`src/common/rp_pkg.sv`:
```
// shared definitions for the analog board top level
// sample and bus types, route select, housekeeping register map and ID

package rp_pkg;

  //////////////////////////////////////////////////
  // sample types
  //////////////////////////////////////////////////

  // raw converter code, offset with negative slope
  typedef logic        [13:0] adc_raw_t;
  typedef logic signed [13:0] sample_t;   // two's complement sample

  //////////////////////////////////////////////////
  // system bus
  //////////////////////////////////////////////////

  typedef logic [31:0] bus_addr_t;
  typedef logic [31:0] bus_data_t;
  typedef logic [2:0]  region_t;          // address bits 22..20

  localparam int NUM_REGIONS = 8;         // fixed by address map

  //////////////////////////////////////////////////
  // output channel source select
  //////////////////////////////////////////////////

  typedef enum logic [1:0] {
    ROUTE_OWN   = 2'd0,                   // same channel adc sample
    ROUTE_OTHER = 2'd1,                   // opposite channel sample
    ROUTE_CONST = 2'd2,                   // programmed constant
    ROUTE_ZERO  = 2'd3                    // signed zero
  } route_sel_e;

  //////////////////////////////////////////////////
  // housekeeping register offsets, low 20 bits
  //////////////////////////////////////////////////

  localparam logic [19:0] HK_ID_OFS      = 20'h00000;  // read only
  localparam logic [19:0] HK_LOOP_OFS    = 20'h00004;  // bit 0 digital loop
  localparam logic [19:0] HK_ROUTE_OFS   = 20'h00008;  // [1:0] ch a, [3:2] ch b
  localparam logic [19:0] HK_CONST_A_OFS = 20'h0000C;  // 14 bit constant
  localparam logic [19:0] HK_CONST_B_OFS = 20'h00010;

  // identification word read back from the ID register
  localparam bus_data_t RP_ID = 32'h5250_0001;

endpackage

```
`src/rtl/sys_bus_decode.sv`:
```
// system bus region decoder
// splits the address space into eight regions on bits 22..20, steers the
// strobes to housekeeping and answers empty regions at once with zero data

module sys_bus_decode #(
  parameter int unsigned HK_REGION = 0    // region of the housekeeping block
) (
  input  logic              adc_clk,
  input  logic              arst_n_i,
  // bus from the master
  input  rp_pkg::bus_addr_t sys_addr_i,
  input  logic              sys_wen_i,    // one cycle pulse
  input  logic              sys_ren_i,    // one cycle pulse
  output rp_pkg::bus_data_t sys_rdata_o,
  output logic              sys_ack_o,
  // housekeeping slave
  output logic              hk_wen_o,
  output logic              hk_ren_o,
  input  rp_pkg::bus_data_t hk_rdata_i,
  input  logic              hk_ack_i
);

  rp_pkg::region_t                  region;
  logic [rp_pkg::NUM_REGIONS-1:0]   region_cs;   // one hot chip select
  logic                             hk_sel;

  //////////////////////////////////////////////////
  // region select
  //////////////////////////////////////////////////

  assign region = sys_addr_i[22:20];

  always_comb
  begin
    region_cs         = '0;
    region_cs[region] = 1'b1;
  end

  assign hk_sel = region_cs[HK_REGION];   // address held until ack

  //////////////////////////////////////////////////
  // strobes, read mux, acknowledge
  //////////////////////////////////////////////////

  assign hk_wen_o = sys_wen_i & hk_sel;
  assign hk_ren_o = sys_ren_i & hk_sel;

  // empty regions read as zero
  assign sys_rdata_o = hk_sel ? hk_rdata_i : '0;

  // housekeeping acks one cycle later, empty regions in the strobe cycle
  assign sys_ack_o = hk_sel ? hk_ack_i : (sys_wen_i | sys_ren_i);

endmodule

```
`src/housekeeping/rp_housekeeping.sv`:
```
// housekeeping register file
// holds ID, digital loop bit, per channel route selects and channel
// constants; one cycle registered acknowledge for reads and writes

module rp_housekeeping (
  input  logic               adc_clk,
  input  logic               arst_n_i,
  // system bus, region already decoded
  input  rp_pkg::bus_addr_t  addr_i,
  input  rp_pkg::bus_data_t  wdata_i,
  input  logic               wen_i,
  input  logic               ren_i,
  output rp_pkg::bus_data_t  rdata_o,
  output logic               ack_o,
  // settings for the analog path
  output logic               loop_en_o,
  output rp_pkg::route_sel_e route_a_o,
  output rp_pkg::route_sel_e route_b_o,
  output rp_pkg::sample_t    const_a_o,
  output rp_pkg::sample_t    const_b_o
);

  logic [19:0] ofs;                        // offset inside the region

  assign ofs = addr_i[19:0];

  //////////////////////////////////////////////////
  // register writes
  //////////////////////////////////////////////////

  always_ff @(posedge adc_clk or negedge arst_n_i)
  begin
    if (!arst_n_i)
    begin
      loop_en_o <= 1'b0;
      route_a_o <= rp_pkg::ROUTE_OWN;
      route_b_o <= rp_pkg::ROUTE_OWN;
      const_a_o <= '0;
      const_b_o <= '0;
    end
    else if (wen_i)
    begin
      case (ofs)
        rp_pkg::HK_LOOP_OFS:
          loop_en_o <= wdata_i[0];
        rp_pkg::HK_ROUTE_OFS:
        begin
          route_a_o <= rp_pkg::route_sel_e'(wdata_i[1:0]);
          route_b_o <= rp_pkg::route_sel_e'(wdata_i[3:2]);
        end
        rp_pkg::HK_CONST_A_OFS:
          const_a_o <= wdata_i[13:0];
        rp_pkg::HK_CONST_B_OFS:
          const_b_o <= wdata_i[13:0];
        default: ;                         // ID and holes are read only
      endcase
    end
  end

  //////////////////////////////////////////////////
  // read data and acknowledge
  //////////////////////////////////////////////////

  // ack one cycle after either strobe
  always_ff @(posedge adc_clk or negedge arst_n_i)
  begin
    if (!arst_n_i)
      ack_o <= 1'b0;
    else
      ack_o <= wen_i | ren_i;
  end

  // read word captured on the strobe, valid with ack
  always_ff @(posedge adc_clk)
  begin
    if (ren_i)
    begin
      case (ofs)
        rp_pkg::HK_ID_OFS:      rdata_o <= rp_pkg::RP_ID;
        rp_pkg::HK_LOOP_OFS:    rdata_o <= {31'h0, loop_en_o};
        rp_pkg::HK_ROUTE_OFS:   rdata_o <= {28'h0, route_b_o, route_a_o};
        rp_pkg::HK_CONST_A_OFS: rdata_o <= {18'h0, const_a_o};  // zero extended
        rp_pkg::HK_CONST_B_OFS: rdata_o <= {18'h0, const_b_o};
        default:                rdata_o <= '0;                  // unmapped
      endcase
    end
  end

endmodule

```
`src/analog/adc_frontend.sv`:
```
// ADC front end
// registers both converter channels, drops the two reserved bits and turns
// the negative slope offset code into two's complement; digital loop mux after

module adc_frontend (
  input  logic            adc_clk,
  input  logic            arst_n_i,
  input  logic [15:0]     adc_dat_a_i,   // bits 1:0 reserved
  input  logic [15:0]     adc_dat_b_i,
  input  logic            loop_en_i,     // feed dac samples back
  input  rp_pkg::sample_t loop_a_i,
  input  rp_pkg::sample_t loop_b_i,
  output rp_pkg::sample_t adc_a_o,
  output rp_pkg::sample_t adc_b_o
);

  rp_pkg::adc_raw_t adc_raw_a;
  rp_pkg::adc_raw_t adc_raw_b;
  rp_pkg::sample_t  adc_cnv_a;
  rp_pkg::sample_t  adc_cnv_b;

  // input register, reset code 0x1fff is signed zero
  always_ff @(posedge adc_clk or negedge arst_n_i)
  begin
    if (!arst_n_i)
    begin
      adc_raw_a <= 14'h1FFF;
      adc_raw_b <= 14'h1FFF;
    end
    else
    begin
      adc_raw_a <= adc_dat_a_i[15:2];
      adc_raw_b <= adc_dat_b_i[15:2];
    end
  end

  // keep msb, invert the rest
  assign adc_cnv_a = {adc_raw_a[13], ~adc_raw_a[12:0]};
  assign adc_cnv_b = {adc_raw_b[13], ~adc_raw_b[12:0]};

  // digital loop substitutes the route outputs
  assign adc_a_o = loop_en_i ? loop_a_i : adc_cnv_a;
  assign adc_b_o = loop_en_i ? loop_b_i : adc_cnv_b;

endmodule

```
`src/analog/dac_backend.sv`:
```
// DAC back end
// output register for both channels with the signed to offset negative
// slope code conversion of the converter

module dac_backend (
  input  logic             adc_clk,
  input  logic             arst_n_i,
  input  rp_pkg::sample_t  dac_a_i,
  input  rp_pkg::sample_t  dac_b_i,
  output rp_pkg::adc_raw_t dac_dat_a_o,   // to the converter pins
  output rp_pkg::adc_raw_t dac_dat_b_o
);

  //////////////////////////////////////////////////
  // output register
  //////////////////////////////////////////////////

  // same msb kept, low 13 bits inverted mapping as on the adc side
  always_ff @(posedge adc_clk or negedge arst_n_i)
  begin
    if (!arst_n_i)
    begin
      dac_dat_a_o <= 14'h1FFF;            // mid scale, signed zero
      dac_dat_b_o <= 14'h1FFF;
    end
    else
    begin
      dac_dat_a_o <= {dac_a_i[13], ~dac_a_i[12:0]};
      dac_dat_b_o <= {dac_b_i[13], ~dac_b_i[12:0]};
    end
  end

endmodule

```
`src/rtl/dsp_route.sv`:
```
// routing stage in place of the DSP block
// each output channel registers its own ADC sample, the other channel's
// sample, its programmed constant or zero

module dsp_route (
  input  logic               adc_clk,
  input  logic               arst_n_i,
  input  rp_pkg::sample_t    adc_a_i,
  input  rp_pkg::sample_t    adc_b_i,
  input  rp_pkg::route_sel_e route_a_i,   // source for channel a
  input  rp_pkg::route_sel_e route_b_i,   // source for channel b
  input  rp_pkg::sample_t    const_a_i,
  input  rp_pkg::sample_t    const_b_i,
  output rp_pkg::sample_t    dat_a_o,
  output rp_pkg::sample_t    dat_b_o
);

  // source pick, shared by both channels
  function automatic rp_pkg::sample_t pick_src(
    input rp_pkg::route_sel_e sel,
    input rp_pkg::sample_t    own,
    input rp_pkg::sample_t    other,
    input rp_pkg::sample_t    cnst
  );
    rp_pkg::sample_t res;
    case (sel)
      rp_pkg::ROUTE_OWN:   res = own;
      rp_pkg::ROUTE_OTHER: res = other;
      rp_pkg::ROUTE_CONST: res = cnst;
      default:             res = '0;     // ROUTE_ZERO
    endcase
    return res;
  endfunction

  //////////////////////////////////////////////////
  // one registered stage
  //////////////////////////////////////////////////

  always_ff @(posedge adc_clk or negedge arst_n_i)
  begin
    if (!arst_n_i)
    begin
      dat_a_o <= '0;
      dat_b_o <= '0;
    end
    else
    begin
      dat_a_o <= pick_src(route_a_i, adc_a_i, adc_b_i, const_a_i);
      dat_b_o <= pick_src(route_b_i, adc_b_i, adc_a_i, const_b_i);
    end
  end

endmodule

```
`src/rtl/rp_top.sv`:
```
// board top level, analog sample path under system bus control
// bus decoder and housekeeping registers drive ADC front end, route stage
// and DAC back end, all on adc_clk

module rp_top #(
  parameter int unsigned HK_REGION = 0    // housekeeping region, 0..7
) (
  input  logic              adc_clk,
  input  logic              arst_n_i,
  // converters
  input  logic [15:0]       adc_dat_a_i,
  input  logic [15:0]       adc_dat_b_i,
  output rp_pkg::adc_raw_t  dac_dat_a_o,
  output rp_pkg::adc_raw_t  dac_dat_b_o,
  // system bus
  input  rp_pkg::bus_addr_t sys_addr_i,
  input  rp_pkg::bus_data_t sys_wdata_i,
  input  logic              sys_wen_i,
  input  logic              sys_ren_i,
  output rp_pkg::bus_data_t sys_rdata_o,
  output logic              sys_ack_o
);

  // decoder to housekeeping
  logic               hk_wen;
  logic               hk_ren;
  rp_pkg::bus_data_t  hk_rdata;
  logic               hk_ack;

  // settings
  logic               loop_en;
  rp_pkg::route_sel_e route_a, route_b;
  rp_pkg::sample_t    const_a, const_b;

  // sample path
  rp_pkg::sample_t    adc_a, adc_b;
  rp_pkg::sample_t    dac_a, dac_b;

  //////////////////////////////////////////////////
  // system bus
  //////////////////////////////////////////////////

  sys_bus_decode #(
    .HK_REGION (HK_REGION)
  ) u_sys_bus_decode (
    .adc_clk     (adc_clk),
    .arst_n_i    (arst_n_i),
    .sys_addr_i  (sys_addr_i),
    .sys_wen_i   (sys_wen_i),
    .sys_ren_i   (sys_ren_i),
    .sys_rdata_o (sys_rdata_o),
    .sys_ack_o   (sys_ack_o),
    .hk_wen_o    (hk_wen),
    .hk_ren_o    (hk_ren),
    .hk_rdata_i  (hk_rdata),
    .hk_ack_i    (hk_ack)
  );

  rp_housekeeping u_rp_housekeeping (
    .adc_clk   (adc_clk),
    .arst_n_i  (arst_n_i),
    .addr_i    (sys_addr_i),
    .wdata_i   (sys_wdata_i),
    .wen_i     (hk_wen),
    .ren_i     (hk_ren),
    .rdata_o   (hk_rdata),
    .ack_o     (hk_ack),
    .loop_en_o (loop_en),
    .route_a_o (route_a),
    .route_b_o (route_b),
    .const_a_o (const_a),
    .const_b_o (const_b)
  );

  //////////////////////////////////////////////////
  // analog path, adc -> route -> dac
  //////////////////////////////////////////////////

  adc_frontend u_adc_frontend (
    .adc_clk     (adc_clk),
    .arst_n_i    (arst_n_i),
    .adc_dat_a_i (adc_dat_a_i),
    .adc_dat_b_i (adc_dat_b_i),
    .loop_en_i   (loop_en),
    .loop_a_i    (dac_a),                 // digital loop return
    .loop_b_i    (dac_b),
    .adc_a_o     (adc_a),
    .adc_b_o     (adc_b)
  );

  dsp_route u_dsp_route (
    .adc_clk   (adc_clk),
    .arst_n_i  (arst_n_i),
    .adc_a_i   (adc_a),
    .adc_b_i   (adc_b),
    .route_a_i (route_a),
    .route_b_i (route_b),
    .const_a_i (const_a),
    .const_b_i (const_b),
    .dat_a_o   (dac_a),
    .dat_b_o   (dac_b)
  );

  dac_backend u_dac_backend (
    .adc_clk     (adc_clk),
    .arst_n_i    (arst_n_i),
    .dac_a_i     (dac_a),
    .dac_b_i     (dac_b),
    .dac_dat_a_o (dac_dat_a_o),
    .dac_dat_b_o (dac_dat_b_o)
  );

endmodule

```
`config.mk`:
```
export PLATFORM = sky130hd
export DESIGN_NAME = rp_top
export DESIGN_NICKNAME = d
export VERILOG_FILES = /design/src/common/rp_pkg.sv /design/src/rtl/sys_bus_decode.sv /design/src/housekeeping/rp_housekeeping.sv /design/src/analog/adc_frontend.sv /design/src/analog/dac_backend.sv /design/src/rtl/dsp_route.sv /design/src/rtl/rp_top.sv
export SDC_FILE = /design/constraint.sdc
export NUM_CORES = 1
export LEC_CHECK = 0
export ABC_AREA = 1
export BUFFER_PORTS_ARGS = -buffer_cell sky130_fd_sc_hd__buf_2
export CAP_MARGIN = 20
export CORE_MARGIN = 2
export CORE_UTILIZATION = 53
export DETAILED_ROUTE_END_ITERATION = 10
export GPL_TIMING_DRIVEN = 0
export PLACE_DENSITY = 0.8
export SYNTH_ARGS = -nofsm -noshare
export SYNTH_HDL_FRONTEND = slang
export SYNTH_HIERARCHICAL = 1
export SYNTH_SLANG_ARGS = --single-unit
```
`constraint.sdc`:
```
create_clock -name adc_clk -period 1.3 [get_ports adc_clk]
set_clock_uncertainty 0.05 [all_clocks]
set_input_delay 0.195 -clock adc_clk [delete_from_list [all_inputs] [get_ports adc_clk]]
set_output_delay 0.195 -clock adc_clk [all_outputs]
set_load 0.02 [all_outputs]
```
==> metrics.txt <==
# TYPE chip_impl_metric gauge
chip_impl_metric{name="worstSkewPairLatency",unit="ns"} 0.41
chip_impl_metric{name="seq_area_frac_synth",unit=""} 0.5755
chip_impl_metric{name="postLayoutSetupSlackWorst",unit="ns"} -0.2159
chip_impl_metric{name="groute.usage.overall",unit=""} 0.2460
chip_impl_metric{name="setup_tns",unit="ns"} -0.9527
chip_impl_metric{name="dr.pass1.iters",unit=""} 5
chip_impl_metric{name="global_route.usage.met1",unit=""} 0.2890
chip_impl_metric{name="final.period_utilization",unit=""} 1.166
chip_impl_metric{name="num_io_pins",unit=""} 161
chip_impl_metric{name="power.internal",unit="mW"} 8.045
chip_impl_metric{name="floorplan.initialDensity",unit=""} 0.5488
chip_impl_metric{name="clock_buffers_created_by_tritoncts",unit=""} 17
chip_impl_info{name="timing_worst_setup_path_type",value="flip-flop to output port"} 1
chip_impl_metric{name="io_buffers",unit=""} 116
chip_impl_metric{name="vias",unit=""} 4971
chip_impl_metric{name="initial_antenna_violation_count",unit=""} 0
chip_impl_metric{name="fp.dieH",unit="um"} 110.6
chip_impl_info{name="rr_endpoint",value="u_dsp_route/dat_b_o[11]$_DFF_PN0_"} 1
chip_impl_metric{name="fin_crit",unit="ns"} 1.516
chip_impl_metric{name="dp.final_hpwl",unit="um"} 10060
chip_impl_metric{name="htree_levels",unit=""} 4
chip_impl_metric{name="finalMaxSlewViolations",unit=""} 0
chip_impl_metric{name="switching_share",unit=""} 0.2030
chip_impl_metric{name="post-place-ws",unit="ns"} -0.4079
chip_impl_metric{name="ir_drop",unit="mV"} 1.637
chip_impl_metric{name="netlist_area",unit="mm2"} 0.006027
chip_impl_metric{name="drive_above_1_share",unit=""} 0.4080
chip_impl_metric{name="core",unit="mm2"} 0.01098
chip_impl_metric{name="setup_viol_count_final",unit=""} 8
chip_impl_metric{name="relSlewSlack",unit=""} 0.6570
chip_impl_metric{name="drv_cap",unit=""} 0
chip_impl_metric{name="share_clk_of_total_power",unit=""} 0.523
chip_impl_info{name="top_usage_layer",value="met2"} 1
chip_impl_metric{name="vias_in_the_first_global_route",unit=""} 4929
chip_impl_metric{name="fillerInstances",unit=""} 719
chip_impl_metric{name="die_area",unit="mm2"} 0.01224
chip_impl_metric{name="area.growth.synth_to_final",unit="%"} 38.01
chip_impl_metric{name="setup.reg_to_reg.worst_slack",unit="ns"} 0
chip_impl_info{name="holdCritPathClass",value="input pin to flip-flop"} 1
chip_impl_info{name="cp-endpoint",value="sys_rdata_o[28]"} 1
chip_impl_metric{name="global_route.overflow_total",unit=""} 0
chip_impl_metric{name="worst_hold_slack",unit="ns"} 0.02456
chip_impl_metric{name="grt.met2_usage",unit=""} 0.4331
chip_impl_metric{name="power.density",unit="mW/mm2"} 1213
chip_impl_metric{name="critical_path_maximum_fanout",unit=""} 5
chip_impl_metric{name="wl_per_cell",unit="um"} 15.72
chip_impl_metric{name="route.detailed.vias_per_inst",unit=""} 5.146
chip_impl_metric{name="grt_pass1_wl",unit="um"} 23720
chip_impl_info{name="tritoncts_clock_tree",value="done"} 1
chip_impl_metric{name="detail_route.drc_violations",unit=""} 0
chip_impl_info{name="run_status",value="finished with violations"} 1
chip_impl_metric{name="power.share.sequential",unit=""} 0.428
chip_impl_metric{name="grtUsageMet3",unit=""} 0.05982
chip_impl_metric{name="core.rowCount",unit=""} 38
chip_impl_info{name="violated_checks",value="negative setup slack"} 1
chip_impl_metric{name="number_of_synthesized_register_bits",unit=""} 133
chip_impl_metric{name="worst_pin_slew",unit="ns"} 0.5146
chip_impl_metric{name="power.share.combinational",unit=""} 0.049
chip_impl_metric{name="post_synth_inst_count",unit=""} 628
chip_impl_metric{name="worst-r2r-cell-count",unit=""} 6
chip_impl_info{name="timing.critical_path.to_type",value="output port"} 1
chip_impl_metric{name="max_freq",unit="GHz"} 0.6597
chip_impl_metric{name="worst_endpoint_required_time",unit="ns"} 1.05
chip_impl_metric{name="postRouteWirelength",unit="um"} 15180
chip_impl_info{name="unrepaired_setup_endpoints_after_global_routing",value="yes"} 1
chip_impl_metric{name="grt_start_max_net_pins",unit=""} 61
chip_impl_metric{name="antenna_cells_inserted",unit=""} 0
chip_impl_info{name="cts-root-buf",value="sky130_fd_sc_hd__clkbuf_16"} 1
chip_impl_metric{name="synth_area_per_cell",unit="um2"} 9.597
chip_impl_metric{name="synth_cell_type_count",unit=""} 28
chip_impl_info{name="cp-startpoint",value="u_rp_housekeeping/rdata_o[28]$_DFFE_PP_"} 1
chip_impl_metric{name="clockBufferDepth",unit=""} 2
chip_impl_metric{name="power.static_leakage",unit="nW"} 4.002
chip_impl_metric{name="die_w",unit="um"} 110.6
chip_impl_metric{name="power_switching",unit="mW"} 2.049
chip_impl_metric{name="fin_nets",unit=""} 913
chip_impl_metric{name="crit_arrival",unit="ns"} 1.27
chip_impl_metric{name="cts.sinks",unit=""} 133
chip_impl_metric{name="drt.antenna.violating_nets",unit=""} 0
chip_impl_metric{name="synth_warnings",unit=""} 6
chip_impl_info{name="start_kind",value="flip-flop"} 1
chip_impl_metric{name="timing_hold_violations_final",unit=""} 0
chip_impl_info{name="worstReg2RegStart",value="u_rp_housekeeping/loop_en_o$_DFFE_PN0P_"} 1
chip_impl_metric{name="first_iter_violations",unit=""} 388
chip_impl_metric{name="cts.clk_slew.worst_paths",unit="ns"} 0.06
chip_impl_metric{name="globalplace.congestion",unit=""} 0.8512
-- registers in the layout (all words and copies together), names as in the netlist --
name                         flops
u_rp_housekeeping/const_b_o     14
u_dac_backend/dac_dat_b_o       14
u_rp_housekeeping/const_a_o     14
u_rp_housekeeping/rdata_o       15
u_rp_housekeeping/loop_en_o      1
u_rp_housekeeping/route_a_o      2
u_rp_housekeeping/ack_o          1
u_rp_housekeeping/route_b_o      2
u_adc_frontend/adc_raw_b        14
u_adc_frontend/adc_raw_a        14
u_dsp_route/dat_a_o             14
u_dac_backend/dac_dat_a_o       14
u_dsp_route/dat_b_o             14
-- cell type report --
type	instances	area, um2	area share
buffer	46	452.9	0.05445
clock buffer	21	460.4	0.05536
clock inverter	11	198.9	0.02392
inverter	87	329.1	0.03956
multi-input combinational	374	2018	0.2426
sequential	133	3470	0.4171
tap	140	175.2	0.02106
timing repair buffer	154	1214	0.1459
-- layout by cell type (no fill, tap or decap), types with 2 or more instances in the layout --
master / netlist / routed
sky130_fd_sc_hd__nand2_4: 3 / 4
sky130_fd_sc_hd__conb_1: 1 / 13
sky130_fd_sc_hd__nand2_2: 2 / 10
sky130_fd_sc_hd__dlygate4sd3_1: 0 / 33
sky130_fd_sc_hd__bufinv_16: 0 / 5
sky130_fd_sc_hd__nor2_8: 3 / 3
sky130_fd_sc_hd__clkbuf_16: 0 / 17
sky130_fd_sc_hd__clkinv_4: 0 / 2
sky130_fd_sc_hd__clkbuf_4: 0 / 2
sky130_fd_sc_hd__buf_8: 0 / 4
sky130_fd_sc_hd__inv_2: 4 / 9
sky130_fd_sc_hd__clkbuf_8: 0 / 2
sky130_fd_sc_hd__buf_6: 20 / 50
sky130_fd_sc_hd__dfstp_2: 52 / 52
sky130_fd_sc_hd__nor2_4: 2 / 8
sky130_fd_sc_hd__clkinvlp_4: 0 / 3
sky130_fd_sc_hd__nand3_1: 90 / 85
sky130_fd_sc_hd__o21ai_0: 17 / 13
sky130_fd_sc_hd__o21ai_2: 35 / 31
sky130_fd_sc_hd__buf_2: 3 / 72
sky130_fd_sc_hd__inv_1: 83 / 77
sky130_fd_sc_hd__nand4_1: 3 / 3
sky130_fd_sc_hd__buf_4: 22 / 36
sky130_fd_sc_hd__nand2_1: 141 / 132
sky130_fd_sc_hd__nand3_2: 0 / 5
sky130_fd_sc_hd__nor2_2: 8 / 8
sky130_fd_sc_hd__buf_12: 0 / 2
sky130_fd_sc_hd__edfxtp_1: 15 / 15
sky130_fd_sc_hd__nor2_1: 45 / 39
sky130_fd_sc_hd__clkbuf_1: 1 / 2
sky130_fd_sc_hd__dfrtp_1: 66 / 65
sky130_fd_sc_hd__o21ai_1: 6 / 8
sky130_fd_sc_hd__o21ai_4: 0 / 6
-- worst min-delay path by stage --
| stage | cells past startpoint | slack (ns) | from | end |
|---|---|---|---|---|
| finish | 3 | 0.02 | sys_wdata_i[8] | u_rp_housekeeping/const_a_o[8]$_DFFE_PN0P_ |
| global route | 3 | 0.03 | sys_wdata_i[0] | u_rp_housekeeping/const_a_o[0]$_DFFE_PN0P_ |
| CTS | 3 | 0.02 | sys_wdata_i[0] | u_rp_housekeeping/loop_en_o$_DFFE_PN0P_ |
| detailed placement | 1 | 0.25 | adc_dat_a_i[8] | u_adc_frontend/adc_raw_a[6]$_DFF_PN1_ |
| global placement | 1 | 0.25 | adc_dat_b_i[13] | u_adc_frontend/adc_raw_b[11]$_DFF_PN1_ |
| floorplan | 0 | -0.15 | arst_n_i | u_adc_frontend/adc_raw_a[13]$_DFF_PN0_ |
-- layer usage --
layer / wire length (um) / vias up
met2: 7817 / 263
met5: 0 / -
met1: 5716 / 2339
li1: - / 2317
met3: 1074 / 52
met4: 574 / 0
-- power by group through the flow --
stage               clock network, mW  registers, mW  logic [mW]
floorplan                           0           4.38       0.167
global placement                    0           4.39       0.362
detailed placement                  0           4.38       0.386
CTS                              5.31           4.32       0.475
global route                     5.54           4.33       0.544
finish                           5.28           4.32       0.491
-- kinds of logic after synthesis --
family                 share of synthesized area
other                                  0.0006222
DFF                                       0.5755
AOI/OAI and AO/OA                        0.07079
and+or+nand+nor                           0.2311
buffers and inverters                     0.1221
-- Yosys cell counts, drive strengths merged --
master / number / share of area
nand3: 90 / 0.075
dfstp: 52 / 0.23
nand4: 4 / 0.0066
nand2: 146 / 0.095
nand3b: 1 / 0.0012
and3: 1 / 0.0010
dfrtp: 66 / 0.27
clkbuf: 1 / 0.00062
a21oi: 1 / 0.00083
nor2: 58 / 0.050
nor3: 1 / 0.00083
inv: 87 / 0.054
o21ai: 58 / 0.070
edfxtp: 15 / 0.075
buf: 45 / 0.067
conb: 1 / 0.00062
or2: 1 / 0.0010
-- per-stage QoR --
step | std cells | area [um2] | power (mW) | util
after detailed placement | 897 | 6878 | 4.770 | 0.6262
after global placement | 896 | 6848 | 4.748 | 0.6235
after floorplan | 640 | 6092 | 4.544 | -
final | 966 | 8318 | 10.09 | 0.7573
after global routing | 966 | 8318 | 10.41 | 0.7573
after CTS | 962 | 8060 | 10.11 | 0.7339
-- critical path, cell delays in order (launching register included) --
cell and delay [ns]:
sky130_fd_sc_hd__edfxtp_1 0.46, sky130_fd_sc_hd__buf_4 0.18, sky130_fd_sc_hd__inv_2 0.04, sky130_fd_sc_hd__nor2_1 0.03, sky130_fd_sc_hd__buf_4 0.15
-- what timing repair did --
item,4_1_cts,5_1_grt
gates cloned,0,1
pin swaps,4,15
endpoints found under the hold margin,45,0
resized for setup,67,70
endpoints found under the setup margin,35,139
setup buffers,0,3
hold buffers,33,0
Note: power is estimated with default switching activity, not from simulation.
